===== config.mk =====
export PLATFORM = sky130hd
export DESIGN_NAME = div_unit
export DESIGN_NICKNAME = d
export VERILOG_FILES = /design/src/verilog/div_pkg.sv /design/src/verilog/div_core.sv /design/src/verilog/div_lane.sv /design/src/verilog/div_dispatch.sv /design/src/verilog/div_collect.sv /design/src/verilog/div_unit.sv
export SDC_FILE = /design/constraint.sdc
export NUM_CORES = 2
export LEC_CHECK = 0
export ABC_AREA = 1
export BUFFER_PORTS_ARGS = -buffer_cell sky130_fd_sc_hd__buf_4
export CORE_ASPECT_RATIO = 1.2
export CORE_MARGIN = 5
export CORE_UTILIZATION = 33
export CTS_BUF_LIST = sky130_fd_sc_hd__clkbuf_2 sky130_fd_sc_hd__clkbuf_4 sky130_fd_sc_hd__clkbuf_8
export CTS_CLUSTER_DIAMETER = 100
export DETAILED_ROUTE_END_ITERATION = 8
export GPL_TIMING_DRIVEN = 0
export PLACE_DENSITY = 0.45
export SLEW_MARGIN = 10
export SYNTH_ARGS = -nofsm -noshare
export SYNTH_HDL_FRONTEND = slang
export SYNTH_SLANG_ARGS = --single-unit

===== constraint.sdc =====
create_clock -name clk_i -period 7.9 [get_ports clk_i]
set_input_delay 0.395 -clock clk_i [delete_from_list [all_inputs] [get_ports clk_i]]
set_output_delay 0.395 -clock clk_i [all_outputs]
set_load 0.005 [all_outputs]

===== src/verilog/div_pkg.sv =====
package div_pkg;

    // operand and tag widths
    localparam int xlen  = 32;
    localparam int tag_w = 4;

    // RV32M divide opcodes handled by the unit
    typedef enum logic [1:0] {
        op_div  = 2'd0,  // signed quotient
        op_divu = 2'd1,  // unsigned quotient
        op_rem  = 2'd2,  // signed remainder
        op_remu = 2'd3   // unsigned remainder
    } div_op_e;

    // request as seen at the unit boundary
    typedef struct packed {
        div_op_e          op;
        logic [xlen-1:0]  a;    // dividend
        logic [xlen-1:0]  b;    // divisor
        logic [tag_w-1:0] tag;
    } div_req_t;

    // tagged result
    typedef struct packed {
        logic [xlen-1:0]  value;
        logic [tag_w-1:0] tag;
    } div_res_t;

    // lane FSM
    typedef enum logic [1:0] {
        st_idle = 2'd0,
        st_run  = 2'd1,  // core iterating
        st_fix  = 2'd2,  // sign fix-up and select
        st_done = 2'd3   // result held until take
    } lane_state_e;

endpackage


===== src/verilog/div_core.sv =====
`timescale 1ns/1ps

module div_core #(
    parameter int width = 32
) (
    input  logic             clk_i,
    input  logic             arst_n,
    input  logic             start,
    input  logic [width-1:0] dividend,
    input  logic [width-1:0] divisor,
    output logic             busy,
    output logic             valid,
    output logic [width-1:0] quotient,
    output logic [width-1:0] remainder
);

    localparam int cnt_w = $clog2(width);
    localparam logic [cnt_w-1:0] last_step = cnt_w'(width - 1);

    logic [width-1:0] dsr;                  // divisor copy
    logic [width-1:0] quo;
    logic [width-1:0] quo_next;
    logic [width:0]   acc;                  // one bit wider than operands
    logic [width:0]   acc_next;
    logic [width:0]   acc_diff;
    logic [cnt_w-1:0] step;

    // one restoring step: subtract if it fits, then shift in the quotient bit
    always_comb begin
        acc_diff = acc - {1'b0, dsr};
        if (acc >= {1'b0, dsr}) begin
            {acc_next, quo_next} = {acc_diff[width-1:0], quo, 1'b1};
        end else begin
            {acc_next, quo_next} = {acc, quo} << 1;
        end
    end

    always_ff @(posedge clk_i or negedge arst_n) begin
        if (!arst_n) begin
            busy  <= 1'b0;
            valid <= 1'b0;
            step  <= '0;
        end else begin
            valid <= 1'b0;                  // single cycle pulse
            if (start) begin
                busy <= 1'b1;
                step <= '0;
            end else if (busy) begin
                if (step == last_step) begin
                    busy  <= 1'b0;
                    valid <= 1'b1;
                end else begin
                    step <= step + cnt_w'(1);
                end
            end
        end
    end

    always_ff @(posedge clk_i) begin
        if (start) begin
            dsr        <= divisor;
            {acc, quo} <= {{width{1'b0}}, dividend, 1'b0};
        end else if (busy) begin
            acc <= acc_next;
            quo <= quo_next;
            if (step == last_step) begin
                quotient  <= quo_next;
                remainder <= acc_next[width:1];  // drop the last shift
            end
        end
    end

endmodule


===== src/verilog/div_lane.sv =====
`timescale 1ns/1ps

module div_lane (
    input  logic              clk_i,
    input  logic              arst_n,
    input  logic              start,
    input  div_pkg::div_req_t req,
    input  logic              take,
    output logic              busy,
    output logic              done,
    output div_pkg::div_res_t res
);

    localparam int xlen = div_pkg::xlen;

    div_pkg::lane_state_e state;
    div_pkg::div_op_e     op_q;

    logic            neg_quo;              // operand signs differ
    logic            neg_rem;              // dividend was negative
    logic            req_signed;
    logic            req_rem;
    logic            div_zero;
    logic            div_ovf;
    logic [xlen-1:0] a_mag;
    logic [xlen-1:0] b_mag;
    logic            core_start;
    logic            core_valid;
    logic [xlen-1:0] core_quo;
    logic [xlen-1:0] core_rem;
    logic [xlen-1:0] quo_fix;
    logic [xlen-1:0] rem_fix;

    assign req_signed = (req.op == div_pkg::op_div) || (req.op == div_pkg::op_rem);
    assign req_rem    = (req.op == div_pkg::op_rem) || (req.op == div_pkg::op_remu);
    assign div_zero   = (req.b == '0);
    assign div_ovf    = req_signed && (req.a == {1'b1, {(xlen-1){1'b0}}}) && (req.b == '1);

    // the core only ever sees magnitudes
    assign a_mag = (req_signed && req.a[xlen-1]) ? -req.a : req.a;
    assign b_mag = (req_signed && req.b[xlen-1]) ? -req.b : req.b;

    assign core_start = start && (state == div_pkg::st_idle) && !div_zero && !div_ovf;

    assign quo_fix = neg_quo ? -core_quo : core_quo;
    assign rem_fix = neg_rem ? -core_rem : core_rem;

    assign busy = (state != div_pkg::st_idle);
    assign done = (state == div_pkg::st_done);

    div_core #(
        .width (xlen)
    ) i_div_core (
        .clk_i     (clk_i),
        .arst_n    (arst_n),
        .start     (core_start),
        .dividend  (a_mag),
        .divisor   (b_mag),
        .busy      (),
        .valid     (core_valid),
        .quotient  (core_quo),
        .remainder (core_rem)
    );

    always_ff @(posedge clk_i or negedge arst_n) begin
        if (!arst_n) begin
            state <= div_pkg::st_idle;
        end else begin
            case (state)
                div_pkg::st_idle: if (start) state <= core_start ? div_pkg::st_run
                                                                 : div_pkg::st_done;
                div_pkg::st_run:  if (core_valid) state <= div_pkg::st_fix;
                div_pkg::st_fix:  state <= div_pkg::st_done;
                div_pkg::st_done: if (take) state <= div_pkg::st_idle;
                default:          state <= div_pkg::st_idle;
            endcase
        end
    end

    always_ff @(posedge clk_i) begin
        if (start && (state == div_pkg::st_idle)) begin
            op_q    <= req.op;
            neg_quo <= req_signed && (req.a[xlen-1] ^ req.b[xlen-1]);
            neg_rem <= req_signed && req.a[xlen-1];
            res.tag <= req.tag;
            if (div_zero) begin
                res.value <= req_rem ? req.a : '1;       // RISC-V divide by zero
            end else if (div_ovf) begin
                res.value <= req_rem ? '0 : req.a;       // most negative / -1
            end
        end else if (state == div_pkg::st_fix) begin
            if ((op_q == div_pkg::op_rem) || (op_q == div_pkg::op_remu)) begin
                res.value <= rem_fix;
            end else begin
                res.value <= quo_fix;
            end
        end
    end

endmodule


===== src/verilog/div_dispatch.sv =====
`timescale 1ns/1ps

module div_dispatch #(
    parameter int n_lanes = 4
) (
    input  logic               clk_i,
    input  logic               arst_n,
    input  logic               req_valid,
    input  div_pkg::div_req_t  req,
    input  logic [n_lanes-1:0] lane_busy,
    input  logic               lane_freed,
    output logic [n_lanes-1:0] lane_start,
    output div_pkg::div_req_t  lane_req,
    output logic               req_credit
);

    logic [n_lanes-1:0] lane_free;
    logic [n_lanes-1:0] pick;

    // a lane being started this cycle does not show busy yet
    assign lane_free = ~lane_busy & ~lane_start;

    // isolate the lowest set bit
    assign pick = lane_free & (-lane_free);

    always_ff @(posedge clk_i or negedge arst_n) begin
        if (!arst_n) begin
            lane_start <= '0;
            req_credit <= 1'b0;
        end else begin
            lane_start <= req_valid ? pick : '0;
            req_credit <= lane_freed;        // credit back one cycle after take
        end
    end

    // broadcast to all lanes, only the started one captures
    always_ff @(posedge clk_i) begin
        if (req_valid) begin
            lane_req <= req;
        end
    end

endmodule


===== src/verilog/div_collect.sv =====
`timescale 1ns/1ps

module div_collect #(
    parameter int n_lanes     = 4,
    parameter int res_credits = 2
) (
    input  logic                                clk_i,
    input  logic                                arst_n,
    input  logic              [n_lanes-1:0]     lane_done,
    input  div_pkg::div_res_t [n_lanes-1:0]     lane_res,
    input  logic                                res_credit,
    output logic              [n_lanes-1:0]     lane_take,
    output logic                                lane_freed,
    output logic                                res_valid,
    output div_pkg::div_res_t                   res
);

    localparam int ptr_w = (n_lanes > 1) ? $clog2(n_lanes) : 1;
    localparam int cnt_w = $clog2(res_credits + 1);

    logic [cnt_w-1:0] credit_cnt;
    logic [ptr_w-1:0] rr_ptr;
    logic [ptr_w-1:0] sel;
    logic             found;
    logic             take_any;

    // first done lane at or after the pointer
    always_comb begin
        int idx;
        found = 1'b0;
        sel   = '0;
        for (int k = 0; k < n_lanes; k++) begin
            idx = int'(rr_ptr) + k;
            if (idx >= n_lanes) begin
                idx = idx - n_lanes;
            end
            if (!found && lane_done[idx]) begin
                found = 1'b1;
                sel   = ptr_w'(idx);
            end
        end
    end

    assign take_any   = found && (credit_cnt != '0);
    assign lane_freed = take_any;

    always_comb begin
        for (int i = 0; i < n_lanes; i++) begin
            lane_take[i] = take_any && (sel == ptr_w'(i));
        end
    end

    always_ff @(posedge clk_i or negedge arst_n) begin
        if (!arst_n) begin
            credit_cnt <= cnt_w'(res_credits);
            rr_ptr     <= '0;
            res_valid  <= 1'b0;
        end else begin
            res_valid <= take_any;
            if (take_any) begin
                rr_ptr <= (sel == ptr_w'(n_lanes - 1)) ? '0 : sel + ptr_w'(1);
            end
            case ({take_any, res_credit})
                2'b10:   credit_cnt <= credit_cnt - cnt_w'(1);
                2'b01:   credit_cnt <= credit_cnt + cnt_w'(1);
                default: credit_cnt <= credit_cnt;  // none or both
            endcase
        end
    end

    always_ff @(posedge clk_i) begin
        if (take_any) begin
            res <= lane_res[sel];
        end
    end

endmodule


===== src/verilog/div_unit.sv =====
`timescale 1ns/1ps

module div_unit #(
    parameter int n_lanes     = 4,
    parameter int res_credits = 2
) (
    input  logic              clk_i,
    input  logic              arst_n,
    input  logic              req_valid,
    input  div_pkg::div_req_t req,
    output logic              req_credit,
    input  logic              res_credit,
    output logic              res_valid,
    output div_pkg::div_res_t res
);

    logic              [n_lanes-1:0] lane_start;
    logic              [n_lanes-1:0] lane_busy;
    logic              [n_lanes-1:0] lane_done;
    logic              [n_lanes-1:0] lane_take;
    div_pkg::div_res_t [n_lanes-1:0] lane_res;
    div_pkg::div_req_t               lane_req;
    logic                            lane_freed;

    div_dispatch #(
        .n_lanes (n_lanes)
    ) i_div_dispatch (
        .clk_i      (clk_i),
        .arst_n     (arst_n),
        .req_valid  (req_valid),
        .req        (req),
        .lane_busy  (lane_busy),
        .lane_freed (lane_freed),
        .lane_start (lane_start),
        .lane_req   (lane_req),
        .req_credit (req_credit)
    );

    for (genvar g = 0; g < n_lanes; g++) begin : g_lane
        div_lane i_div_lane (
            .clk_i  (clk_i),
            .arst_n (arst_n),
            .start  (lane_start[g]),
            .req    (lane_req),
            .take   (lane_take[g]),
            .busy   (lane_busy[g]),
            .done   (lane_done[g]),
            .res    (lane_res[g])
        );
    end

    div_collect #(
        .n_lanes     (n_lanes),
        .res_credits (res_credits)
    ) i_div_collect (
        .clk_i      (clk_i),
        .arst_n     (arst_n),
        .lane_done  (lane_done),
        .lane_res   (lane_res),
        .res_credit (res_credit),
        .lane_take  (lane_take),
        .lane_freed (lane_freed),
        .res_valid  (res_valid),
        .res        (res)
    );

endmodule


==> summary.md <==
* fraction of layout cells with a size suffix above 1: 0.0755
* Logic pwr share: 0.480
* remaining design rule violation count: 0
* type of element capturing the critical path: flop
* fin crit share: 0.696
* CTS H-tree lvls: 4
* number of I/O pins: 112
* final standard cell count with taps included and fillers excluded: 10.6k
* final core utilization: 0.386
* die area: 183000 µm²
* number of maximum-capacitance constraint violations: 0
* dominant cell by count in the synthesized netlist: sky130_fd_sc_hd__nand2_1
* power per standard cell area: 400 nW/µm²
* static leakage power: 31.4 nW
* global-route total usage across every layer: 0.248
* Non-Filler Cell Area, Final: 67300 µm²
* first-iteration detailed-routing DRC count: 4325
* count of input and output buffers: 111
* Worst EP arrival: 6110 ps
* Warnings, synthesis: 0
* number of buffers on the longest clock path: 3
* post-DR vias/cell: 4.92
* clock-pin slew of the registers on the worst-case setup and hold paths: 60 ps
* TritonCTS clock tree: yes
* number of buffers added for setup after CTS: 0
* fillcell total: 18.2k
* async set-reset flop share out of synthesis: 0.0473
* source-to-sink clock delay at the later pin of the worst-skew pair: 950 ps
* Starting Density: 0.331
* max frequency: 182 MHz
* area delta synth->final: 16.6%
* worst slack on hold paths: 118 ps
* placement row count: 168
* sequential element share of the synthesized area: 0.468
* mean area per synthesized cell: 7.50 µm²
* Final Skew: 74.5 ps
* crit start category: flop
* register bit total from synthesis: 951
* Post-DRT Antenna Nets: 0
* critical path fanouts, max: 41
* setup repair after global routing missed its margin: no
* die span in x: 392 µm
* number of synthesized flops with an enable pin: 774
* clock sink total: 951
* maximum resistive drop on vdd: 243 µV
* P_int: 14.6 mW
* fraction of post-synthesis cell area in the top cell type by area: 0.403
* switching power share of the total: 0.458
* number of distinct library cells after synthesis: 48
* type of the worst setup path: flop to flop
* main area contributors after synthesis: sky130_fd_sc_hd__edfxtp_1 (40%), sky130_fd_sc_hd__nand2_1 (18%), sky130_fd_sc_hd__inv_1 (7.1%), sky130_fd_sc_hd__nand3_1 (5.7%), sky130_fd_sc_hd__dfxtp_1 (4.6%)
* area of the mapped netlist: 57700 µm²
* slew at the pin with the worst max-slew slack: 1320 ps
* total overflow reported by the global router: 0
* post-placement cell count: 10.2k
* number of antenna violations at the first check in global routing: 24
* final sum of negative setup slack: 0 ps
* final RePlAce weighted congestion: 0.956
* height of the chip: 468 µm
* buffer type at the clock tree root: sky130_fd_sc_hd__clkbuf_8
* average detailed-routed wire length per instance: 21.9 µm
* maximum number of pins on one net before global-route repair: 74
* clock period minus final worst setup slack: 5500 ps
* most frequent cells after synthesis: sky130_fd_sc_hd__nand2_1 (2773), sky130_fd_sc_hd__inv_1 (1089), sky130_fd_sc_hd__edfxtp_1 (774)
* number of hold violations in the final report: 0
* number of global-route vias before repair: 49.8k
* relative contribution of the clock network to total power: 0.196
* Cells after Synth: 7693
* total wirelength of the detailed-routed design: 231000 µm
* via count: 51.9k
* max-slew headroom at the worst pin: 0.114
* Final Max Tran Viols: 0
* outcome: finished, final reports clean
* CTS Buf Count: 167
* Detailed Routing Iterations Pass 1: 8
* Detail Placement HPWL: 187000 µm
* Critical Path RT: 8510 ps
* Flop pwr share: 0.324
* net count after synthesis: 7943
* instance area after placement: 62700 µm²
* reg2reg path depth: 13
* number of nets at the end of the flow: 8354
* area leader, netlist: sky130_fd_sc_hd__edfxtp_1
* worst hold path type: input pin to asynchronous set/reset pin
* area of the core: 174000 µm²
* sw power: 12.3 mW
* Main synth FF type: sky130_fd_sc_hd__edfxtp_1
* final setup violation count: 0
* global-route wire length before repair: 332000 µm
-- layout make-up --
cell class,count,area [µm²],area share
Clock buffer,218,2780,0.0414
Buffer,206,913,0.0136
Timing Repair Buffer,242,2480,0.0369
Antenna cell,17,42.5,0.000633
Multi-Input combinational cell,5429,25900,0.386
Tap cell,2295,2870,0.0427
Sequential cell,951,27000,0.402
Clock inverter,95,1040,0.0155
Inverter,1107,4160,0.0618
-- power by group through the flow --
| stage | Sequential [mW] | Clock [mW] | Combinational, mW |
|---|---|---|---|
| floorplan | 8.32 | 0 | 8.14 |
| global placement | 8.84 | 0 | 12.4 |
| detailed placement | 8.78 | 0 | 12.8 |
| CTS | 8.70 | 5.42 | 12.9 |
| global route | 8.83 | 5.63 | 14.3 |
| finish | 8.72 | 5.28 | 12.9 |
-- cells by family after synthesis --
logic type	synth area share
adders and majority gates	0.0415
and+or+nand+nor	0.317
DFF	0.468
xor gates and xnor gates	0.0202
buffers and inverters	0.0878
AOI/OAI and AO/OA	0.0655
-- flip-flops by register name (all words and copies together) (netlist names), 8 cells and up --
register                                count
g_lane.i_div_lane.i_div_core.remainder    128
g_lane.i_div_lane.i_div_core.dsr          128
g_lane.i_div_lane.i_div_core.quo          128
g_lane.i_div_lane.i_div_core.step          20
g_lane.i_div_lane.i_div_core.quotient     128
g_lane.i_div_lane.i_div_core.acc          132
g_lane.i_div_lane.state                     8
i_div_dispatch.lane_req                    70
g_lane.i_div_lane.res                     144
i_div_collect.res                          36
-- path summary, 6_finish.rpt --
path	startpoint	end	slack [ps]
setup reg to reg	i_div_dispatch.lane_req[36]	g_lane[2].i_div_lane.i_div_core.remainder[20]	2400
setup / recovery	i_div_dispatch.lane_req[36]	g_lane[2].i_div_lane.i_div_core.remainder[20]	2400
hold reg to reg	g_lane[0].i_div_lane.i_div_core.quo[10]	g_lane[0].i_div_lane.i_div_core.quotient[11]	430
hold / removal	arst_n	i_div_collect.rr_ptr[0]	120
max in group asynchronous	arst_n	g_lane[3].i_div_lane.i_div_core.step[0]	7150
min in group clk_i	req_valid	i_div_dispatch.lane_start[1]	160
-- per-stage QoR --
stage               worst slack, ps  power [mW]
floorplan                      2180        16.5
global placement              -2130        21.3
detailed placement             2430        21.6
CTS                            2390        27.0
global route                   2060        28.8
finish                         2400        26.9
-- layout by cell type (no fill, tap or decap), types with 13 or more instances in the layout --
cell | Yosys | routed
sky130_fd_sc_hd__clkbuf_1 | 122 | 120
sky130_fd_sc_hd__o22ai_1 | 14 | 14
sky130_fd_sc_hd__and2_1 | 49 | 49
sky130_fd_sc_hd__clkinv_1 | 11 | 51
sky130_fd_sc_hd__inv_1 | 1089 | 1086
sky130_fd_sc_hd__or2_2 | 19 | 19
sky130_fd_sc_hd__clkbuf_4 | 0 | 35
sky130_fd_sc_hd__dfrtp_1 | 44 | 44
sky130_fd_sc_hd__ha_1 | 172 | 172
sky130_fd_sc_hd__buf_6 | 6 | 29
sky130_fd_sc_hd__dlygate4sd3_1 | 0 | 72
sky130_fd_sc_hd__bufinv_16 | 0 | 20
sky130_fd_sc_hd__maj3_1 | 16 | 16
sky130_fd_sc_hd__nand3_1 | 659 | 659
sky130_fd_sc_hd__clkinv_2 | 0 | 16
sky130_fd_sc_hd__clkbuf_8 | 0 | 183
sky130_fd_sc_hd__o21bai_1 | 17 | 17
sky130_fd_sc_hd__nor3_1 | 67 | 67
sky130_fd_sc_hd__o211ai_1 | 16 | 16
sky130_fd_sc_hd__nand4_1 | 65 | 65
sky130_fd_sc_hd__nor2_1 | 613 | 605
sky130_fd_sc_hd__dfxtp_1 | 132 | 132
sky130_fd_sc_hd__o21ai_0 | 410 | 405
sky130_fd_sc_hd__buf_4 | 2 | 115
sky130_fd_sc_hd__xor2_1 | 111 | 79
sky130_fd_sc_hd__xnor2_1 | 20 | 15
sky130_fd_sc_hd__buf_2 | 66 | 68
sky130_fd_sc_hd__nand3b_1 | 118 | 118
sky130_fd_sc_hd__nand2_1 | 2773 | 2771
sky130_fd_sc_hd__o31ai_1 | 13 | 13
sky130_fd_sc_hd__edfxtp_1 | 774 | 774
sky130_fd_sc_hd__a21oi_1 | 213 | 212
sky130_fd_sc_hd__diode_2 | 0 | 17
sky130_fd_sc_hd__buf_8 | 0 | 17
sky130_fd_sc_hd__xor2_2 | 0 | 32
-- critical path, cell delays in order, from the launching register on --
cell and delay, ps:
sky130_fd_sc_hd__edfxtp_1 500, sky130_fd_sc_hd__inv_1 550, sky130_fd_sc_hd__ha_1 310, sky130_fd_sc_hd__nand4_1 150, sky130_fd_sc_hd__nor2_1 420, sky130_fd_sc_hd__nand2_1 100
sky130_fd_sc_hd__nor2_1 410, sky130_fd_sc_hd__nand3_2 370, sky130_fd_sc_hd__nand2_2 370, sky130_fd_sc_hd__clkinv_1 350, sky130_fd_sc_hd__buf_2 550, sky130_fd_sc_hd__nor2_4 600
sky130_fd_sc_hd__buf_16 240, sky130_fd_sc_hd__buf_12 200
-- what timing repair did --
action	in CTS	in global routing
hold buffers	72	0
resized for setup	0	0
hold endpoints to repair	117	0
-- layer usage --
| metal | routed length [µm] | share of wire | GRT usage |
|---|---|---|---|
| met5 | 25 | 0.00011 | 0 |
| met4 | 10500 | 0.046 | 0.106 |
| met3 | 12300 | 0.053 | 0.0335 |
| met2 | 105000 | 0.45 | 0.401 |
| met1 | 103000 | 0.45 | 0.333 |
No activity file was read; power rests on OpenSTA's default activity.
